$ cat src/hdl/tpRamPkg.sv
/* Sizes, the two-way address view and the port payload types of the 2048x149 two-port RAM.
   Imported by the RTL modules of the subsystem and by its testbench */
`default_nettype none

package tpRamPkg;

    //==============================
    // Memory geometry
    //==============================
    localparam int MemDepth     = 2048;  // Words over both banks
    localparam int AddrWidth    = 11;    // Flat word index
    localparam int RowWidth     = 10;    // Row inside one bank
    localparam int DataWidth    = 149;   // Full word
    localparam int LoSliceWidth = 74;    // Low macro, bits 73:0
    localparam int HiSliceWidth = 75;    // High macro, bits 148:74

    typedef logic [DataWidth-1:0] ramData_t;  // One memory word

    //==============================
    // Address word
    //==============================
    // Bank bit sits on top so that the flat index runs bank0 first, then bank1
    typedef struct packed {
        logic                bank;  // 0 = rows 0..1023, 1 = rows 1024..2047
        logic [RowWidth-1:0] row;   // Row passed to all four macros
    } ramSplit_t;

    // Ports see the flat index, the banked wrapper sees bank and row
    typedef union packed {
        logic [AddrWidth-1:0] flat;   // Linear index from the host
        ramSplit_t            split;  // Bank decode view
    } ramAddr_t;

    //==============================
    // Port payloads
    //==============================
    typedef struct packed {
        ramAddr_t addr;  // Target word
        ramData_t data;  // Word to store
    } wrReq_t;

    typedef struct packed {
        ramAddr_t addr;  // Word to fetch
    } rdReq_t;

endpackage

`default_nettype wire

$ cat src/hdl/ramReadPort.sv
/* Four-phase req/ack read port for the banked RAM.
   Issues one read strobe, then captures the returned word two edges later */
`timescale 1ns/100ps
`default_nettype none

module ramReadPort (
    input  wire logic             ClkB,
    input  wire logic             reset,
    input  wire tpRamPkg::rdReq_t req,       // Payload, stable while reqValid
    input  wire logic             reqValid,  // Host req line
    output logic                  ack,       // Port ack line
    output tpRamPkg::ramData_t    rdData,    // Valid while ack is high
    output logic                  rdEn,      // One cycle per request
    output tpRamPkg::ramAddr_t    rdAddr,
    input  wire tpRamPkg::ramData_t q         // Wrapper read data
);

    typedef enum logic [1:0] {
        RdIdle,     // Waiting for req
        RdIssue,    // rdEn high, macros read on this edge
        RdCapture,  // q valid, loaded on this edge
        RdRelease   // ack high until req drops
    } rdState_e;

    rdState_e state;

    //==============================
    // Handshake FSM
    //==============================
    always_ff @(posedge ClkB) begin
        if (reset) begin
            state  <= RdIdle;
            ack    <= 1'b0;
            rdEn   <= 1'b0;
            rdData <= '0;
        end else begin
            case (state)
                RdIdle: begin
                    if (reqValid) begin  // Edge 0
                        rdEn  <= 1'b1;
                        state <= RdIssue;
                    end
                end
                RdIssue: begin
                    rdEn  <= 1'b0;  // Edge 1, macro q and bank select update
                    state <= RdCapture;
                end
                RdCapture: begin
                    rdData <= q;  // Edge 2
                    ack    <= 1'b1;
                    state  <= RdRelease;
                end
                RdRelease: begin
                    if (!reqValid) begin  // rdData kept until next read
                        ack   <= 1'b0;
                        state <= RdIdle;
                    end
                end
                default: state <= RdIdle;
            endcase
        end
    end

    // Read address registered with the strobe
    always_ff @(posedge ClkB) begin
        if (state == RdIdle && reqValid) begin
            rdAddr <= req.addr;
        end
    end

    // A high ack always answers a request seen one edge earlier
    ackFollowsReq: assert property (@(posedge ClkB) disable iff (reset)
        ack |-> $past(reqValid))
        else $error("Read ack high without a prior request");

endmodule

`default_nettype wire

$ cat config.mk
export PLATFORM = sky130hd
export DESIGN_NAME = ramReadPort
export DESIGN_NICKNAME = d
export VERILOG_FILES = /design/src/hdl/tpRamPkg.sv /design/src/hdl/ramReadPort.sv
export SDC_FILE = /design/constraint.sdc
export NUM_CORES = 1
export LEC_CHECK = 0
export BUFFER_PORTS_ARGS = -buffer_cell sky130_fd_sc_hd__buf_2
export CAP_MARGIN = 20
export CORE_AREA = 2 2 125 127
export DETAILED_ROUTE_END_ITERATION = 10
export DIE_AREA = 0 0 127 129
export GPL_TIMING_DRIVEN = 0
export PLACE_DENSITY_LB_ADDON = 0.05
export SLEW_MARGIN = 20
export SYNTH_ARGS = -nofsm -noshare
export SYNTH_HDL_FRONTEND = slang
export SYNTH_SLANG_ARGS = --single-unit
$ cat constraint.sdc
create_clock -name ClkB -period 3.5 [get_ports ClkB]
set_clock_uncertainty 0.2 [all_clocks]
set_input_delay 0.525 -clock ClkB [delete_from_list [all_inputs] [get_ports ClkB]]
set_output_delay 0.525 -clock ClkB [all_outputs]
set_load 0.01 [all_outputs]
* After elaboration in Yosys (flattened, before gate mapping) *
Cells that the tools add are included.

storage, ports and cells
  bits in latches = 0
  logic and storage cells = 24
  input bits = 163
  memories = 0
  memory bits (read-only) = 0
  output and inout port bits = 162
  register bits = 164
  memory bits (writable) = 0

operators by class
  order comparisons = 0
  multiply operators = 0
  add/subtract/negate cells = 0
  muxes and demuxes = 7
  equality and inequality tests = 5
  bitwise logic cells = 0
  reduce and logical (&&, ||, !) cells = 7
  div/mod/pow operators = 0
  shift operators = 0

operator list
  operator                                                                number
  2-bit one-hot mux with 4 select lines                                   1
  2-bit AND reduction                                                     3
  2-bit equality test (second input constant)                             2
  2-bit two-way mux                                                       2
  2-bit != test (second input constant)                                   2
  1-bit one-hot mux with 2 select lines                                   2
  2-bit nonzero test                                                      2
  2-bit by 1-bit equality test with 1-bit output (second input constant)  1
  2-bit logical NOT                                                       1
  1-bit two-way mux                                                       2
  1-bit logical AND                                                       1

* Depth between registers and ports, before layout *
  depth in word-level cells = 3
  mapped depth = 7
  gate-level depth less buffers = 5

* Least setup slack after synthesis *
Ideal clock, no wire load.

  path type = flip-flop to flip-flop
  from = register state[0]
  to = register rdData[21]
  slack = 1,897 ps
  cell stages (with the launch flop) = 8
  data required time = 3,172 ps
  period minus slack after synthesis = 1,603 ps
  data arrival time = 1,275 ps
  cells stage by stage = dfxtp_1 -> inv_1 -> ha_1 -> buf_4 -> buf_12 -> buf_8 -> mux2i_1 -> nor2_1

on the way
  longest elaborated chain between the ends = 1

ends and longest elaborated chain
  what                      line               source
  start: declaration        ramReadPort.sv:25  rdState_e state;
  start signal: assignment  ramReadPort.sv:32  state <= RdIdle;
  start signal: assignment  ramReadPort.sv:41  state <= RdIssue;
  start signal: assignment  ramReadPort.sv:46  state <= RdCapture;
  2-bit equality test       ramReadPort.sv:37  case (state)
  end signal: assignment    ramReadPort.sv:49  rdData <= q;
  end: declaration          ramReadPort.sv:12  output tpRamPkg::ramData_t rdData,

Every way passes these cells.
A chain may end at the register's enable or synchronous reset.

* Worst setup path after layout *
  from = register state[0]
  to = register rdData[30]

The elaborated chain is that of the path after synthesis.

==> results.md <==
- Status: finished clean
- Initial Util: 0.396
- P_sw: 0.00198 W
- Minimum clock period: 1.78 ns
- Hpwl dp: 12300 microns
- Worst-margin pin slew: 0.618 ns
- PortBufs: 323
- I/O Pins: 325
- Commonest non-fill, non-tap cells in the layout: buf_2 (332), nor2_1 (153), dfxtp_1 (153)
- Syn nets: 689
- Max Fanout on Critical Path: 10
- Via count: 4821
- Clock Power Share: 0.297
- CP max-delay cell: dfxtp_1
- Sequential share of the synthesized area: 0.573
- Critical path's largest stage delay: 0.41 ns
- Drt pass-1 iters: 4
- Post-CTS Resized: 0
- DRC viols: 0
- Row count: 45
- RSZ-0062 raised after global routing: no
- Gr ovfl total: 0
- Core area: 15000 sq um
- Slew HR: 0.588
- Num Clock Sinks: 164
- Die width: 127 microns
- Power density over the cells: 768 nW/um^2
- Commonest non-fill, non-tap cell in the layout: buf_2
- Placer Congestion: 0.799
- Comb pwr share: 0.325
- WL final: 15900 microns
- Global-route wire length before repair: 23800 microns
- Vias in the first global route: 4698
- Mapped Cells: 519
- #FFs+latches synth: 164
- Longest Clk Path Bufs: 2
- TritonCTS clock tree: done
- Worst Path Required: 3.58 ns
- Gr usage total: 0.188
- Antenna violations before repair: 0
- Full die area: 16400 sq um
- Tcrit/Tclk final: 0.509
- Critical-path cell list: inv_1, ha_1, buf_4, buf_12, buf_8, mux2i_1, nor2_1
- Leakage power: 3.97 nW
- Worst-skew pair later-pin latency: 0.41 ns
- DP Worst Slack: 1.70 ns
- Mapped Avg Cell Area: 11.4 sq um
- Post-CTS Hold Fix Bufs: 0
- Routed WL per cell: 15.0 microns
- Diode count: 0
- Final hold vios: 0
- Cell Int Power: 0.00446 W
- Post-CTS Setup Inserts: 0
- Final worst setup slack: 1.72 ns
- Worst-path clk slew: 0.06 ns
- Mapped Area: 5930 sq um
- Worst IR Drop VDD: 0.412 mV
- Startpoint types: register
- Crit. End Element: register
- Syn-to-layout area delta: 41.5%
- Hold/Removal Path Class: primary input to register
- Setup-failing EPs final: 0
- Final nets: 1031
- Largest net degree at the start of global routing: 17
- Sequential power share: 0.378
- 1st-iter DRT viols: 137
- Root buf cell: clkbuf_16
- Antenna-violating nets left: 0
- Fmax: 0.562 GHz
- Synth Warn #: 0
- Yosys cell types: 18
- TritonCTS buffer count: 17
- Final Util: 0.560
- Max-slew violations: 0
- Max-Cap Viols: 0
- DIE HEIGHT: 129 microns
- Switching share of power: 0.308
- Clock H-tree levels: 4
- CP arrival: 1.86 ns
- Final TNS setup: 0 ns
- Via density: 4.54
- Fraction of layout cells with a size suffix above 1: 0.435
- Critical setup path kind: register to register
## cell usage after synthesis, drive strengths merged
| cell type | number | share of area |
|---|---|---|
| mux2 | 1 | 0.0019 |
| mux2i | 151 | 0.26 |
| and2 | 1 | 0.0011 |
| a21oi | 1 | 0.00084 |
| dfxtp | 153 | 0.52 |
| buf | 26 | 0.046 |
| edfxtp | 11 | 0.056 |
| inv | 3 | 0.0019 |
| ha | 7 | 0.015 |
| a211oi | 2 | 0.0025 |
| nand2 | 1 | 0.00063 |
| clkbuf | 8 | 0.0051 |
| o21ai | 1 | 0.00084 |
| nor2 | 153 | 0.097 |
## logic make-up (layout without fill, tap and decap cells)
| logic type | Yosys count | count (layout) | synth area share |
|---|---|---|---|
| AOI/OAI and AO/OA | 4 | 4 | 0.00422 |
| adders and majority gates | 7 | 7 | 0.0148 |
| buffers and inverters | 37 | 392 | 0.0528 |
| DFF | 164 | 164 | 0.573 |
| muxes | 152 | 152 | 0.257 |
| and+or+nand+nor | 155 | 155 | 0.0986 |
## state kept, by name (all words and copies together), names as in the netlist
name and count:
rdData 149, rdAddr 11, state 2, rdEn 1
ack 1
## worst max-delay path: cells and delay by family (launching register included)
family,cells,cell delay [ns]
fa+ha+maj,1,0.21
buf+inv,4,0.60
flops,1,0.41
mux,1,0.16
simple gates,1,0.05
## layout make-up
type                       count  area, sq um
multi-input combinational    318         2220
fill                        1338         6590
clock buffer                  21          460
buffer                        34          302
timing repair buffer         323         1620
sequential                   164         3390
clock inverter                11          149
tap                          188          235
inverter                       3         11.3
## final timing paths
check,start,end,slack (ns),cells after the start
min,req[8],rdAddr[8],0.08,1
max,state[0],rdData[30],1.72,7
max reg2reg,state[0],rdData[30],1.72,7
min reg2reg,rdData[103],rdData[103],0.29,2
## power by group through the flow
stage                     sequential [W]  combinational (W)  clock (W)
after floorplan                  0.00264            0.00128          0
after global placement           0.00246            0.00209          0
after detailed placement         0.00247            0.00212          0
after CTS                        0.00244            0.00213    0.00195
after global routing             0.00248            0.00230    0.00204
final                            0.00244            0.00210    0.00191
## metrics by stage
stage | area (sq um) | total power (W) | hold WS [ns] | instances
2_1_floorplan | 5930 | 0.00392 | 0.294 | 519
3_3_place_gp | 7780 | 0.00455 | 0.259 | 1030
3_5_place_dp | 7780 | 0.00459 | 0.278 | 1030
4_1_cts | 8390 | 0.00652 | 0.0631 | 1062
5_1_grt | 8390 | 0.00681 | 0.0591 | 1062
6_report | 8390 | 0.00644 | 0.0843 | 1062
## per-layer routing
layer	part of all wire	track usage
met3	0.093	0.0715
met5	0	0
met1	0.40	0.204
met2	0.50	0.335
met4	0.016	0.0750
Power figures use the tool's default switching activity.
