### src/hdl/tpRamPkg.sv
/* Sizes, the two-way address view and the port payload types of the 2048x149 two-port RAM.
   Imported by the RTL modules of the subsystem and by its testbench */
`default_nettype none

package tpRamPkg;

    //==============================
    // Memory geometry
    //==============================
    localparam int MemDepth     = 2048;  // Words over both banks
    localparam int AddrWidth    = 11;    // Flat word index
    localparam int RowWidth     = 10;    // Row inside one bank
    localparam int DataWidth    = 149;   // Full word
    localparam int LoSliceWidth = 74;    // Low macro, bits 73:0
    localparam int HiSliceWidth = 75;    // High macro, bits 148:74

    typedef logic [DataWidth-1:0] ramData_t;  // One memory word

    //==============================
    // Address word
    //==============================
    // Bank bit sits on top so that the flat index runs bank0 first, then bank1
    typedef struct packed {
        logic                bank;  // 0 = rows 0..1023, 1 = rows 1024..2047
        logic [RowWidth-1:0] row;   // Row passed to all four macros
    } ramSplit_t;

    // Ports see the flat index, the banked wrapper sees bank and row
    typedef union packed {
        logic [AddrWidth-1:0] flat;   // Linear index from the host
        ramSplit_t            split;  // Bank decode view
    } ramAddr_t;

    //==============================
    // Port payloads
    //==============================
    typedef struct packed {
        ramAddr_t addr;  // Target word
        ramData_t data;  // Word to store
    } wrReq_t;

    typedef struct packed {
        ramAddr_t addr;  // Word to fetch
    } rdReq_t;

endpackage

`default_nettype wire

### src/hdl/ramWritePort.sv
/* Four-phase req/ack write port for the banked RAM.
   Each accepted request gives exactly one registered write strobe */
`timescale 1ns/100ps
`default_nettype none

module ramWritePort (
    input  wire logic             ClkB,
    input  wire logic             reset,
    input  wire tpRamPkg::wrReq_t req,       // Payload, stable while reqValid
    input  wire logic             reqValid,  // Host req line
    output logic                  ack,       // Port ack line
    output logic                  wrEn,      // One cycle per request
    output tpRamPkg::ramAddr_t    wrAddr,
    output tpRamPkg::ramData_t    wrData
);

    typedef enum logic [1:0] {
        WrIdle,     // Waiting for req
        WrStrobe,   // wrEn high this cycle
        WrRelease   // ack high until req drops
    } wrState_e;

    wrState_e state;

    //==============================
    // Handshake FSM
    //==============================
    always_ff @(posedge ClkB) begin
        if (reset) begin
            state <= WrIdle;
            ack   <= 1'b0;
            wrEn  <= 1'b0;
        end else begin
            case (state)
                WrIdle: begin
                    if (reqValid) begin  // ack is low here
                        wrEn  <= 1'b1;
                        state <= WrStrobe;
                    end
                end
                WrStrobe: begin
                    wrEn  <= 1'b0;  // Macros capture on this edge
                    ack   <= 1'b1;
                    state <= WrRelease;
                end
                WrRelease: begin
                    if (!reqValid) begin  // Held req gets no new write
                        ack   <= 1'b0;
                        state <= WrIdle;
                    end
                end
                default: state <= WrIdle;
            endcase
        end
    end

    // Payload taken together with the strobe
    always_ff @(posedge ClkB) begin
        if (state == WrIdle && reqValid) begin
            wrAddr <= req.addr;
            wrData <= req.data;
        end
    end

    // Host must still be requesting when the port answers
    ackOnReq: assert property (@(posedge ClkB) disable iff (reset) $rose(ack) |-> reqValid)
        else $error("Write ack rose without a pending request");

endmodule

`default_nettype wire

### config.mk
export PLATFORM = sky130hd
export DESIGN_NAME = ramWritePort
export DESIGN_NICKNAME = d
export VERILOG_FILES = /design/src/hdl/tpRamPkg.sv /design/src/hdl/ramWritePort.sv
export SDC_FILE = /design/constraint.sdc
export NUM_CORES = 1
export LEC_CHECK = 0
export ABC_AREA = 1
export BUFFER_PORTS_ARGS = -buffer_cell sky130_fd_sc_hd__buf_2
export CAP_MARGIN = 30
export CELL_PAD_IN_SITES_DETAIL_PLACEMENT = 0
export CELL_PAD_IN_SITES_GLOBAL_PLACEMENT = 1
export CORE_MARGIN = 1.5
export CORE_UTILIZATION = 33
export CTS_CLUSTER_DIAMETER = 60
export CTS_CLUSTER_SIZE = 40
export DETAILED_ROUTE_END_ITERATION = 16
export PLACE_DENSITY = 0.88
export SYNTH_ARGS = -nofsm -noshare
export SYNTH_HDL_FRONTEND = slang
export SYNTH_SLANG_ARGS = --single-unit
export TNS_END_PERCENT = 30
### constraint.sdc
create_clock -name ClkB -period 10.35 [get_ports ClkB]
set_input_delay 0.5175 -clock ClkB [delete_from_list [all_inputs] [get_ports ClkB]]
set_output_delay 0.5175 -clock ClkB [all_outputs]
set_load 0.02 [all_outputs]
# == Word-level counts from Yosys, hierarchy flattened ==
# Index checks and enable logic that the tools add are counted.
# Widths: inputs -> output; s select.
# totals
in_bits,163
register_bits,164
word_cells,23
# op_classes
n_reduce_logical,7
n_eq_ne,4
muxes,7
# op_table
op,n
$pmux 2 s3,1
$reduce_and 2->1,3
$mux 2,2
$ne 2x2->1 const B,2
$pmux 1 s2,2
$reduce_bool 2->1,2
$eq 2x1->1 const B,1
$eq 2x2->1 const B,1
$logic_not 2->1,1
$mux 1,2
$logic_and 1x1->1,1

# == Longest topological paths before layout ==
# Gate-level depths: netlist of the first run.
# logic_depth
ltp_word,3
depth_mapped,4
depth_no_buf,4

# == Worst setup path after synthesis of the first run ==
# OpenSTA, ideal clock, no wires.
# synth_timing
path_kind,input-to-reg
from,input port reqValid
to,"register wrAddr[0] in the netlist's numbering, enable pin"
path_slack_ps,2387
t_required_ps,9664
path_stages,2
arrival_ps,7277
setup_ps,686
path_buffers,0
cell_sequence,nand2_1 > nor2_1
# synth_via
elab_chain_cells,1
# synth_rtl
element,line_no,source
from (decl),ramWritePort.sv:10,"input wire logic reqValid,"
$logic_and 1x1->1,ramWritePort.sv:59,if (state == WrIdle && reqValid) begin
to (signal assigned),ramWritePort.sv:60,wrAddr <= req.addr;
to (decl),ramWritePort.sv:13,"output tpRamPkg::ramAddr_t wrAddr,"
# Every way passes these cells.
# A chain may end at the register's enable or synchronous reset.

# == Worst setup path in the final report of the first run ==
# layout_timing
from,register state[0]
to,"register wrData[0], enable pin"
# layout_via
elab_chain_cells,2
# layout_rtl
element,line_no,source
from (decl),ramWritePort.sv:23,wrState_e state;
from (signal assigned),ramWritePort.sv:30,state <= WrIdle;
from (signal assigned),ramWritePort.sv:38,state <= WrStrobe;
from (signal assigned),ramWritePort.sv:44,state <= WrRelease;
$logic_not 2->1,ramWritePort.sv:59,
$logic_and 1x1->1,ramWritePort.sv:59,
to (signal assigned),ramWritePort.sv:61,wrData <= req.data;
to (decl),ramWritePort.sv:14,output tpRamPkg::ramData_t wrData
# Every way passes these cells.

==> metrics list, run 1 <==
* Routed via count divided by cell count: 4.272
- Final Slew Violations: 0
- After detailed routing, the average wire length per cell comes to 15.98 um.
* Type of the tightest min-delay check: input port to register
* Worst hold endpoint: wrData[6]
- Number of buffers added by the clock tree synthesis step: 17
- Minimum clock period: 1.714 ns
- Cell area power density: 214.4 nW/um^2
* Startpoint type of the worst setup path: register
* Post-synthesis share of cell area spent on and, or, nand and nor gates: 0.009841
- GRT overflow: 0
* Via count of the routed design: 3106
- Post-synth top area cell: sky130_fd_sc_hd__edfxtp_1
- The die covers 15770 sq um.
- Across the run, the number of max-cap violations was 0.
* Number of cell rows: 44
* Critical setup path kind: register to register
- Number of resized instances in the post-cts repair step: 0
* Width of the chip: 125.6 um
- Wire length of the first global-routing pass: 17150 um
- Final Hold Violating Endpoints: 0
* Post-CTS Setup Bufs: 0
* Via count of the first global-routing pass: 3282
- Setup slack after placement: 8.282 ns
- STA puts the critical path data arrival time at 1.75 ns.
- Adder-Cell Fraction of Synth Area: 0
- Once routing completed, OpenROAD measured the worst setup slack at 8.636 ns.
* DRC violations left: 0
- The tree is rooted in a sky130_fd_sc_hd__clkbuf_16.
- Main combinational cell family by area after synthesis: simple AND/OR/NAND/NOR gates
- Post-synthesis mux area share: 0
- In the final layout, the share of cells above drive strength 1 is 0.6636.
- Starting density of the core: 0.3399
* Worst r2r dst: wrData[0]
* Total I/O pin count: 325
- Antenna violations before repair: 2
- Worst hold start: req[6]
- Peak fanout along the critical path: 73
- Worst clock skew: 0.005415 ns
* Sum of negative setup slack: 0 ns
- Slew at the pin closest to its max-slew limit: 0.9062 ns
- Largest net degree at the start of global routing: 88
- Setup repair after global routing left no endpoint under its margin.
- Routability-driven placement finished with a final weighted congestion of 0.6953.
- Clock sinks: 164
- Clock insertion delay at the later pin of the skew report: 0.41 ns
- Each instance of the synthesized netlist takes up on average 27.24 sq um.
* Routed Wire Length: 11620 um
- Detailed placement ended at an HPWL of 8981 um.
* Area growth from synthesis to layout: 51.15%
- Register bit total from synthesis: 164
- The share of synthesized area in the top cell type comes to 0.9690.
- The first detailed-routing pass ran for 4 iterations.
- Post-CTS clock slew at the launch and capture registers of the worst setup and hold paths: 0.06 ns
* Normalized max-slew margin: 0.3959
- Measured along the y axis, the die boundary spans 125.6 um.
- For this design, the CTS-stage hold fixing added 0 buffers.
- Required time of the worst setup path: 10.39 ns
- The number of cells on the worst reg-to-reg path is 4.
- Share of the synthesized netlist area taken by xor and xnor gates: 0
* Instance count of the mapped netlist: 182
* Peak clock frequency supported by timing: 583.3 MHz
- Of the synthesized area, sequential elements account for 0.9851.
- By area the synthesized netlist is led by sky130_fd_sc_hd__edfxtp_1, sky130_fd_sc_hd__dfxtp_1, sky130_fd_sc_hd__nand2_1, sky130_fd_sc_hd__nand3_1, sky130_fd_sc_hd__nor2_1.
- Setup violations remaining at the end of the flow were counted as 0.
- Number of stages on the worst hold path: 1
- In the finished design, the share of the clock period the worst path needs comes to 0.1656.
- In this run, distinct cell masters in the synthesized netlist total 8.
* Clock tree from TritonCTS: done
- The startpoint identified for the worst register-to-register timing path is state[0].
- Port buffer count: 324
* Number of nets still failing antenna checks after routing: 0
- For this design the static power due to leakage is 0.003204 uW.
- STA classifies the critical path endpoint as a register.
* Non-filler cells, final: 727
- The H-tree was split into 4 levels.
- The final layout contains 691 nets.
* CTS Buffer Depth: 2
* R2R Setup Slk: 8.64 ns
- Number of warnings reported in the yosys synthesis log: 0
- In this run, the number of DRC markers left after iteration 0 of detailed routing was 160.
- The filler cells instantiated in the layout total 1183.
* Nets in the synthesized netlist: 345
* Area of the core: 14590 sq um
- For this run, the total global-route usage over all layers was measured as 0.1475.
* Compound-cell area share of the yosys netlist: 0.002019
- Number of instances in the placed design: 692
- The worst-case IR drop observed on VDD is 0.1116 mV.
- The flow ran to the end, and the final reports show no timing, DRC or antenna violations.
- Cell area after synthesis: 4959 sq um
## placed cells by master (no fill, tap or decap)
cell	n
sky130_fd_sc_hd__buf_16	1
sky130_fd_sc_hd__a21oi_1	2
sky130_fd_sc_hd__clkinv_1	1
sky130_fd_sc_hd__clkinvlp_4	4
sky130_fd_sc_hd__inv_6	3
sky130_fd_sc_hd__clkbuf_16	17
sky130_fd_sc_hd__dfxtp_1	4
sky130_fd_sc_hd__clkinv_4	1
sky130_fd_sc_hd__edfxtp_1	160
sky130_fd_sc_hd__nand2_1	5
sky130_fd_sc_hd__buf_2	324
sky130_fd_sc_hd__inv_1	3
sky130_fd_sc_hd__nand3_1	3
sky130_fd_sc_hd__clkbuf_1	1
sky130_fd_sc_hd__diode_2	2
sky130_fd_sc_hd__inv_8	1
sky130_fd_sc_hd__buf_4	2
sky130_fd_sc_hd__nor2_1	3
sky130_fd_sc_hd__inv_2	1
sky130_fd_sc_hd__nor2_4	1
sky130_fd_sc_hd__bufinv_16	4
## critical path, stage by stage (launching register included)
cell and delay, ns:
sky130_fd_sc_hd__dfxtp_1 0.35, sky130_fd_sc_hd__inv_1 0.08, sky130_fd_sc_hd__nand2_1 0.08, sky130_fd_sc_hd__nor2_4 0.09
sky130_fd_sc_hd__buf_4 0.67
## power breakdown
group / leakage, uW / internal [uW] / switching [uW]
clock network: 0.000293 / 407 / 256
registers: 0.00156 / 783 / 11.0
logic: 0.00135 / 51.3 / 98.8
total: 0.00320 / 1240 / 365
## cell type report
class / instances / area, sq um / area share
inverters: 4 / 15.01 / 0.002003
multi-input cells: 14 / 66.31 / 0.008848
diodes: 2 / 5.005 / 0.0006678
clock buffers: 18 / 429.2 / 0.05726
repair buffers: 327 / 1664 / 0.2220
well taps: 184 / 230.2 / 0.03072
flip-flops and latches: 164 / 4885 / 0.6518
clock inverters: 14 / 200.2 / 0.02671
## state kept, by name, indices dropped and copies added (netlist names)
register	flops
ack	1
state	2
wrAddr	11
wrData	149
wrEn	1
## metrics by stage
stage               hold WS [ns]  area, sq um  power (uW)  utilization
global placement          0.4790         6833       954.6       0.4684
finish                    0.2745         7495        1607       0.5137
detailed placement        0.4762         6833       960.0       0.4684
CTS                       0.2426         7462        1626       0.5115
floorplan                 0.4968         4959       891.1            -
global route              0.2491         7490        1661       0.5134
## worst max path at each step
stage               startpoint     endpoint  slack, ns  cells past startpoint
floorplan             reqValid    wrAddr[0]       2.39                      2
global placement      reqValid  wrData[116]       8.34                      4
detailed placement    reqValid   wrData[52]       8.28                      4
CTS                   state[0]    wrAddr[2]       8.51                      4
global route          state[0]   wrData[48]       8.51                      4
finish                state[0]    wrData[0]       8.64                      4
## routing by layer
| metal | part of all wire | GRT usage | routed length (um) | vias to the layer above |
|---|---|---|---|---|
| li1 | - | - | - | 1420 |
| met5 | 0 | 0 | 0 | - |
| met1 | 0.34 | 0.1518 | 3907 | 1487 |
| met3 | 0.12 | 0.07146 | 1358 | 16 |
| met4 | 0.015 | 0.07019 | 176 | 0 |
| met2 | 0.53 | 0.2516 | 6178 | 183 |
## cells by family after synthesis
family / count (synthesis)
buffers and inverters: 4
AOI/OAI and AO/OA: 2
and+or+nand+nor: 12
DFF: 164
## synth_stat cells
library cell               count
sky130_fd_sc_hd__a21oi_1       2
sky130_fd_sc_hd__nor2_1        4
sky130_fd_sc_hd__edfxtp_1    160
sky130_fd_sc_hd__inv_2         1
sky130_fd_sc_hd__dfxtp_1       4
sky130_fd_sc_hd__inv_1         3
sky130_fd_sc_hd__nand2_1       5
sky130_fd_sc_hd__nand3_1       3
Power figures use the tool's default switching activity.
==> run 2: changes to the inputs <==
==> constraint.sdc (replaced) <==
create_clock -name ClkB -period 1.65 [get_ports ClkB]
set_input_delay 0.0825 -clock ClkB [delete_from_list [all_inputs] [get_ports ClkB]]
set_output_delay 0.0825 -clock ClkB [all_outputs]
set_load 0.02 [all_outputs]
==> run 2 against run 1 <==
The flow now stops in clock tree synthesis (4_1_cts). Synthesized cell count unchanged. Synthesized area did not move.
==> metrics list, run 2 <==
* Compound-cell area share of the yosys netlist: 0.002019
- Clock sinks: 164
- Distinct cell type count of the synthesized netlist: 8
* Post-synthesis mux area share: 0
- Top FF cell, synth: sky130_fd_sc_hd__edfxtp_1
- The run stopped with a tool error.
* Post-CTS Setup Bufs: 0
- Mean instance size in the synthesized netlist: 27.24 sq um
- The share of the Yosys chip area taken by registers is 0.9851.
- Of the total synthesized cell area, the portion taken by full adders, half adders and majority gates is 0.
* Number of resized instances in the post-cts repair step: 0
- Post-synth top area cell: sky130_fd_sc_hd__edfxtp_1
- Sorting the synthesized cells by area gives the leading types as sky130_fd_sc_hd__edfxtp_1, sky130_fd_sc_hd__dfxtp_1, sky130_fd_sc_hd__nand2_1, sky130_fd_sc_hd__nand3_1, sky130_fd_sc_hd__nor2_1.
* Halt Stage: clock tree synthesis (4_1_cts)
* Error msg: [ERROR RSZ-0060] Max buffer count reached.
* Cell area after placement: 6869 sq um
* Register bit total from synthesis: 164
- For this design, the CTS-stage hold fixing added 146 buffers.
- Share of the synthesized netlist area taken by xor and xnor gates: 0
- The Yosys step of the flow raised 0 warnings.
- For this configuration, the core starts out at a cell density of 0.3399.
- By area, the combinational part of the netlist is dominated by simple AND/OR/NAND/NOR gates.
- Width of the chip: 125.6 um
- 325 I/O pins were placed.
- Most frequent cells after synthesis: sky130_fd_sc_hd__edfxtp_1, sky130_fd_sc_hd__nand2_1, sky130_fd_sc_hd__dfxtp_1, sky130_fd_sc_hd__nor2_1
- The mapped netlist covers 4959 sq um.
* Gpl congestion: 0.7041
* Root buffer selected by CTS: sky130_fd_sc_hd__clkbuf_16
- The clock passes through at most 2 buffers.
- Counting flops with a built-in enable in the synthesized netlist gives 160.
- Counting the buffers created by CTS gives 17.
- Of the total synthesized cell area, the portion taken by AND, OR, NAND and NOR gates is 0.009841.
- The number of nets in the synthesized netlist is 345.
- Port buffer count: 324
* Hpwl dp: 8626 um
- Instance count of the mapped netlist: 182
* H-tree depth: 4
- Vertical die dimension: 125.6 um
- Of the post-synthesis cell area, the dominant cell type holds 0.9690.
* Most used standard cell by instance count after synthesis: sky130_fd_sc_hd__edfxtp_1
- Post-synthesis async set-or-reset flop share: 0
* Number of cell rows: 44
[run 2: cell counts after synthesis]
Identical to the previous run, type by type.
[run 2: logic make-up after synthesis]
family | after synthesis
buffers and inverters | 4
and+or+nand+nor | 12
AOI/OAI and AO/OA | 2
DFF | 164
[run 2: metrics by stage]
stage                     setup slack (ns)  cells    util  hold slack, ns  setup TNS (ns)
after detailed placement            0.2386    693  0.4708          0.2589               0
after global placement              0.2811    693  0.4708          0.2584               0
after floorplan                     -1.565    182       -          0.1516         -250.48
==> run 3: changes to the inputs <==
--- a/config.mk
+++ b/config.mk
@@ -8,14 +8,10 @@
 export ABC_AREA = 1
 export BUFFER_PORTS_ARGS = -buffer_cell sky130_fd_sc_hd__buf_2
 export CAP_MARGIN = 30
-export CELL_PAD_IN_SITES_DETAIL_PLACEMENT = 0
-export CELL_PAD_IN_SITES_GLOBAL_PLACEMENT = 1
 export CORE_MARGIN = 1.5
-export CORE_UTILIZATION = 33
-export CTS_CLUSTER_DIAMETER = 60
-export CTS_CLUSTER_SIZE = 40
+export CORE_UTILIZATION = 20
 export DETAILED_ROUTE_END_ITERATION = 16
-export PLACE_DENSITY = 0.88
+export PLACE_DENSITY_LB_ADDON = 0.15
 export SYNTH_ARGS = -nofsm -noshare
 export SYNTH_HDL_FRONTEND = slang
 export SYNTH_SLANG_ARGS = --single-unit
==> run 3 against run 2 <==
The run now ends clean.
==> metrics list, run 3 (synthesis gave the netlist of run 1 again) <==
* Outcome: finished, final reports clean
* Hold bufs inserted after CTS: 163
- PnR worst setup slack: 0.3290 ns
- Routed via count divided by cell count: 3.569
- Layout net count: 857
- In the detailed route, the total length drawn on met2 is 7319 um.
- Cell area power density: 1074 nW/um^2
- The floorplan has 57 rows.
- R2R Setup Slk: 0.33 ns
- Number of resized instances in the post-cts repair step: 0
* Leading cell types in the layout, fill and taps excluded: sky130_fd_sc_hd__buf_2, sky130_fd_sc_hd__dlygate4sd3_1, sky130_fd_sc_hd__edfxtp_1
- Clock tree from TritonCTS: done
- Startpoint of the worst-slack reg-to-reg timing path: state[0]
* Clock insertion delay at the later pin of the skew report: 0.41 ns
- Clock tree synthesis found a total of 164 sinks.
- Fraction of power consumed by sequential logic: 0.499
- Peak clock frequency supported by timing: 757.0 MHz
* Worst r2r dst: wrData[38]
* Number of stages on the worst hold path: 2
- Port buffer count: 324
- After detailed routing, the wire length on met1 is 5429 um.
- Leak Pwr: 0.003886 uW
* Area growth from synthesis to layout: 87.26%
- Slew at the pin closest to its max-slew limit: 0.3245 ns
- Of the total power, the share spent switching nets is 0.2502.
- Worst clock skew: 0.007975 ns
* Minimum clock period: 1.321 ns
- In this run the remaining antenna-violating nets after routing total 0.
- After detailed routing, the average wire length per cell comes to 13.68 um.
- The number of global-route vias before repair came to 4106.
- Flip-flop count of the largest register after layout: 149
* CTS Buffer Depth: 2
- Wire segments on met3 add up to 1065 um in the final route.
- In the final layout, the registers with the most flip-flops are wrData: 149 flops, wrAddr: 11 flops, state: 2 flops.
- Summed over all nets, the half-perimeter wirelength after detailed placement is 9946 um.
* Crit share post-route: 0.8006
- Peak VDD IR: 0.5606 mV
- Combinational share of power: 0.130
- Net load switching power: 2496 uW
* Setup repair after global routing missed its margin: no
* Critical Path Sink Type: register
- Register name with the most flops: wrData
- Final Hold Violating Endpoints: 0
* Fillers: 2310
- Normalized max-slew margin: 0.7837
- GRT overflow: 0
- ANT cells: 0
- The floorplan step set the die width to 160.5 um.
* Critical setup path kind: register to register
- Before CTS, the worst setup slack after placement is 0.3188 ns.
- In this run the top signal layer used is met4.
- The worst register-to-register path has a depth of 5.
* Via count of the routed design: 3680
* Drt first-iter violations: 168
- Proportion of power drawn by the clock network: 0.372
- Wire length of the first global-routing pass: 21450 um
- Routability-driven placement finished with a final weighted congestion of 0.7688.
- Final setup viols: 0
- The initial antenna violation count was 0.
- Final core utilization: 0.3818
- Area of the die: 25750 sq um
* Internal power: 7478 uW
- Area of the core: 24320 sq um
- Commonest non-fill, non-tap cell in the layout: sky130_fd_sc_hd__buf_2
* Total iterations of the first detailed-routing run: 4
- Number of buffers added by the clock tree synthesis step: 17
- In this run the worst hold path is classified as input port to register.
- The worst setup path is launched from a register.
- In the final layout, flip-flops and latches occupy 4886 sq um.
* Multi-input logic area: 68.82 sq um
- In the final layout, the share of cells above drive strength 1 is 0.5149.
- Global-route total usage across every layer: 0.1097
* Routed Wire Length: 14110 um
- Buffers added to address setup during post-CTS repair amount to 0.
* Max-cap viol count: 0
- Peak fanout along the critical path: 16
- The startpoint identified for the worst hold timing path is req[34].
- Post-CTS clock slew at the launch and capture registers of the worst setup and hold paths: 0.07 ns
- The final count of pins violating max slew is 0.
- Vertical die dimension: 160.5 um
* Largest net degree at the start of global routing: 57
- Root buffer selected by CTS: sky130_fd_sc_hd__clkbuf_16
- H-tree depth: 4
- Critical Path AT: 1.42 ns
- Worst hold endpoint: wrData[34]
* Total I/O pin count: 325
- The initial utilization of the core area, before any placement, comes to 0.2039.
- DRC violations left: 0
* Required time of the worst setup path: 1.75 ns
## run 3: power by group through the flow
| stage | clock network [uW] | logic (uW) | registers, uW |
|---|---|---|---|
| floorplan | 0 | 107 | 5440 |
| global placement | 0 | 995 | 5060 |
| detailed placement | 0 | 1010 | 5060 |
| CTS | 3860 | 1310 | 4970 |
| global route | 4030 | 1380 | 5000 |
| finish | 3710 | 1300 | 4970 |
## run 3: worst max-delay path: stages, from the launching register on
cell	delay, ns
sky130_fd_sc_hd__dfxtp_2	0.34
sky130_fd_sc_hd__inv_2	0.06
sky130_fd_sc_hd__nand2_2	0.05
sky130_fd_sc_hd__nor2_4	0.16
sky130_fd_sc_hd__buf_12	0.14
sky130_fd_sc_hd__buf_4	0.24
## run 3: how the worst max path moves through the flow
stage                   from          to  slack, ns  cells after the start
floorplan           state[0]   wrAddr[0]      -1.57                      3
global placement    state[0]  wrData[84]       0.32                      5
detailed placement  state[0]  wrData[98]       0.32                      5
CTS                 state[0]  wrData[91]       0.31                      5
global route        state[0]  wrData[91]       0.24                      5
finish              state[0]  wrData[38]       0.33                      5
## run 3: routing by layer
layer  GRT usage  up-vias
met5           0        -
met4     0.04588        0
met3     0.04055       16
met2      0.1964      177
met1      0.1157     1734
li1            -     1753
## run 3: layout make-up
type,count,area share
Clock inverter,15,0.01334
Multi-Input combinational cell,14,0.007411
Tap cell,324,0.04366
Inverter,4,0.001617
Sequential cell,164,0.5262
Clock buffer,17,0.04582
Timing Repair Buffer,493,0.3619
## run 3: stage by stage
step	total power, uW	instances	hold slack (ns)	TNS [ns]	area [sq um]
after global placement	6059	836	0.2586	0	7104
final	9974	1031	0.3701	0	9285
after CTS	10150	1031	0.3421	0	9285
after global routing	10410	1031	0.3504	0	9285
after detailed placement	6071	836	0.2606	0	7104
after floorplan	5542	182	0.1516	-250.48	4970
==> run 4: changes to the inputs <==
--- a/config.mk
+++ b/config.mk
@@ -5,7 +5,7 @@
 export SDC_FILE = /design/constraint.sdc
 export NUM_CORES = 1
 export LEC_CHECK = 0
-export ABC_AREA = 1
+export ABC_AREA = 0
 export BUFFER_PORTS_ARGS = -buffer_cell sky130_fd_sc_hd__buf_2
 export CAP_MARGIN = 30
 export CORE_MARGIN = 1.5
==> constraint.sdc (replaced) <==
create_clock -name ClkB -period 1.1 [get_ports ClkB]
set_input_delay 0.055 -clock ClkB [delete_from_list [all_inputs] [get_ports ClkB]]
set_output_delay 0.055 -clock ClkB [all_outputs]
set_load 0.02 [all_outputs]
==> run 4 against run 3 <==
The run now ends with negative setup slack left. Critical path depth shrank 2. Critical endpoint is now wrData[70]. Cell count grew 0.19%. Hold slack lost 0.32 ns. Die area is essentially flat. Largest cell class unchanged. Non-clock buffer count grew 9.
==> metrics list, run 4 <==
- For the pin with the worst max-slew slack, the measured transition is 0.2420 ns.
- Setup slack after placement: -0.2165 ns
- Clock insertion delay at the later pin of the skew report: 0.41 ns
- Setup repair after global routing missed its margin: yes
- CTS Buffer Depth: 2
* Wire length of the first global-routing pass: 21750 um
* Total iterations of the first detailed-routing run: 4
- Across the routed clock network, the largest skew measured is 0.006659 ns.
- Type of the tightest min-delay check: input port to register
* Post-synth top area cell: sky130_fd_sc_hd__edfxtp_1
- Leading cell types in the layout, fill and taps excluded: sky130_fd_sc_hd__buf_2, sky130_fd_sc_hd__dlygate4sd3_1, sky130_fd_sc_hd__edfxtp_1
- The register with the most flip-flops in the layout has 149 of them.
- Dividing the final minimum period by the clock period gives 1.178.
* Leak Pwr: 0.003959 uW
- Top cell type's share of synthesized area: 0.9680
- Number of warnings reported in the yosys synthesis log: 0
- STA puts the critical path data required time at 1.22 ns.
* Final Slew Violations: 0
* Detailed-route wire length per cell: 14.25 um
- Most used standard cell by instance count after synthesis: sky130_fd_sc_hd__edfxtp_1
- Fillers: 2297
- Largest net degree at the start of global routing: 36
- The number of hold violations in the final report came to 0.
- The region available for standard cell placement spans 24320 sq um.
* Post-synthesis async set-or-reset flop share: 0
- Vertical die dimension: 160.5 um
- Clock tree from TritonCTS: done
* Starting density of the core: 0.2041
- Critical Path AT: 1.41 ns
- For this design the ratio of total power to cell area is 1597 nW/um^2.
- Top flop regs: wrData: 149 flops, wrAddr: 11 flops, state: 2 flops
- Commonest non-fill, non-tap cell in the layout: sky130_fd_sc_hd__buf_2
* Number of cell rows: 57
- Counting flops per register, the top entry is wrData.
* Startpoint type of the worst setup path: register
- The number of global-route vias before repair is 4017.
- Setup total negative slack on the finished layout was measured at -27.58 ns.
- GRT overflow: 0
- After clock tree synthesis, the clock-pin slew on the worst setup and hold paths is 0.07 ns.
- EDFF count, synth: 160
- In the routed design, unresolved DRC markers number 0.
- At the end of routability-driven placement, the weighted congestion stood at 0.7350.
- After synthesis, the netlist uses 13 different library cells.
* Routed Wire Length: 14720 um
* Width of the chip: 160.5 um
- Mean instance size in the synthesized netlist: 28.36 sq um
- During I/O placement, the number of pins put on the boundary was 325.
* Minimum hold slack: 0.04514 ns
- Area growth from synthesis to layout: 90.47%
- For this run, the register share of the synthesized area comes to 0.9841.
- Setup slack on the worst reg-to-reg path comes out at -0.20 ns.
- VDD sags by at most 0.7608 mV.
- Number of nets still failing antenna checks after routing: 0
- Synthesis produced 175 cells.
- Minimum clock period: 1.295 ns
* Outcome: complete, but fails checks
* Critical Path Sink Type: register
- Most frequent cells after synthesis: sky130_fd_sc_hd__edfxtp_1, sky130_fd_sc_hd__dfxtp_1
* Hpwl dp: 9997 um
- Failing checks: negative setup slack
- Clock sinks: 164
- Antenna violations before repair: 0
* Final setup viols: 161
- Register bit total from synthesis: 164
- By area the synthesized netlist is led by sky130_fd_sc_hd__edfxtp_1, sky130_fd_sc_hd__dfxtp_1, sky130_fd_sc_hd__a211oi_2, sky130_fd_sc_hd__nor3b_2, sky130_fd_sc_hd__o211a_1.
- Nets in the synthesized netlist: 338
- Cell area after synthesis: 4964 sq um
* Port buffer count: 324
* ANT cells: 0
- Share of post-route cells with drive strength above 1: 0.5275
* Critical setup path kind: register to register
- The most used flip-flop cell after synthesis is sky130_fd_sc_hd__edfxtp_1.
* Root buffer selected by CTS: sky130_fd_sc_hd__clkbuf_16
- Peak fanout along the critical path: 17
- In this run the tightest slew margin relative to its limit is 0.8385.
* Area of the die: 25770 sq um
- Via count of the routed design: 3740
- After the first detailed-routing iteration, the DRC count stood at 122.
* Total power: 15100 uW
- Peak clock frequency supported by timing: 772.0 MHz
* PnR worst setup slack: -0.1954 ns
- In the final design database the tool counted 859 nets.
- The H-tree generated during clock tree synthesis spans 4 levels.
- Max-cap viol count: 0
* Global-route total usage across every layer: 0.1110
* Routed via count divided by cell count: 3.621
* Number of buffers added by the clock tree synthesis step: 17
## run 4: cell count changes after synthesis, sizes merged, moves of 3 or more
| cell | previous run | this run |
|---|---|---|
| nand2 | 5 | 0 |
| nand3 | 3 | 0 |
| nor2 | 4 | 1 |
| inv | 4 | 1 |
## run 4: what timing repair did
item	4_1_cts	5_1_grt
endpoints found under the hold margin	164	0
setup endpoints to repair	161	162
gates cloned	1	4
resized for setup	3	7
hold buffers	161	0
setup buffers	0	0
## run 4: final timing paths
| kind | from | depth (start not counted) | endpoint |
|---|---|---|---|
| setup / recovery | state[0] | 3 | wrData[70] |
| hold / removal | reqValid | 4 | state[1] |
| hold reg to reg | wrEn | 1 | wrEn |
| setup reg to reg | state[0] | 3 | wrData[70] |
## run 4: where the power goes
part	switching (uW)	total, uW	internal (uW)	leakage, uW
clock network	2590	5550	2960	0.000265
logic	1080	2080	1000	0.00213
registers	105	7470	7360	0.00157
## run 4: area by class of cell
cell class,instances,area (sq um),share of cell area
Inverter,1,3.754,0.0003970
Timing Repair Buffer,502,3527,0.3731
Clock buffer,17,425.4,0.04500
Clock inverter,15,123.9,0.01310
Tap cell,324,405.4,0.04288
Sequential cell,164,4887,0.5169
Multi-Input combinational cell,10,81.33,0.008602
## run 4: layer usage
layer / routed length (um) / vias to the layer above / global-route usage / part of all wire
met5: 0 / - / 0 / 0
met4: 165 / 0 / 0.03568 / 0.011
met3: 1156 / 9 / 0.04055 / 0.079
met2: 7903 / 179 / 0.2035 / 0.54
met1: 5491 / 1796 / 0.1175 / 0.37
li1: - / 1756 / - / -
## run 4: through the flow
| stage | std cells | area (sq um) | util |
|---|---|---|---|
| final | 1033 | 9454 | 0.3887 |
| after global routing | 1033 | 9454 | 0.3887 |
| after CTS | 1029 | 9339 | 0.3840 |
| after detailed placement | 835 | 7139 | 0.2936 |
| after global placement | 835 | 7139 | 0.2936 |
| after floorplan | 175 | 4972 | - |
## run 4: cells by family (layout without fill, tap and decap cells)
kind of cell / Yosys count / after routing / synth area share
DFF: 164 / 164 / 0.9841
buffers and inverters: 1 / 535 / 0.0007555
AOI/OAI and AO/OA: 4 / 4 / 0.006552
and+or+nand+nor: 6 / 6 / 0.008573
## run 4: worst max-delay path, cell delays in order (launching register included)
cell and delay [ns]:
sky130_fd_sc_hd__dfxtp_2 0.33, sky130_fd_sc_hd__nor3b_4 0.27, sky130_fd_sc_hd__buf_6 0.20, sky130_fd_sc_hd__clkbuf_16 0.20
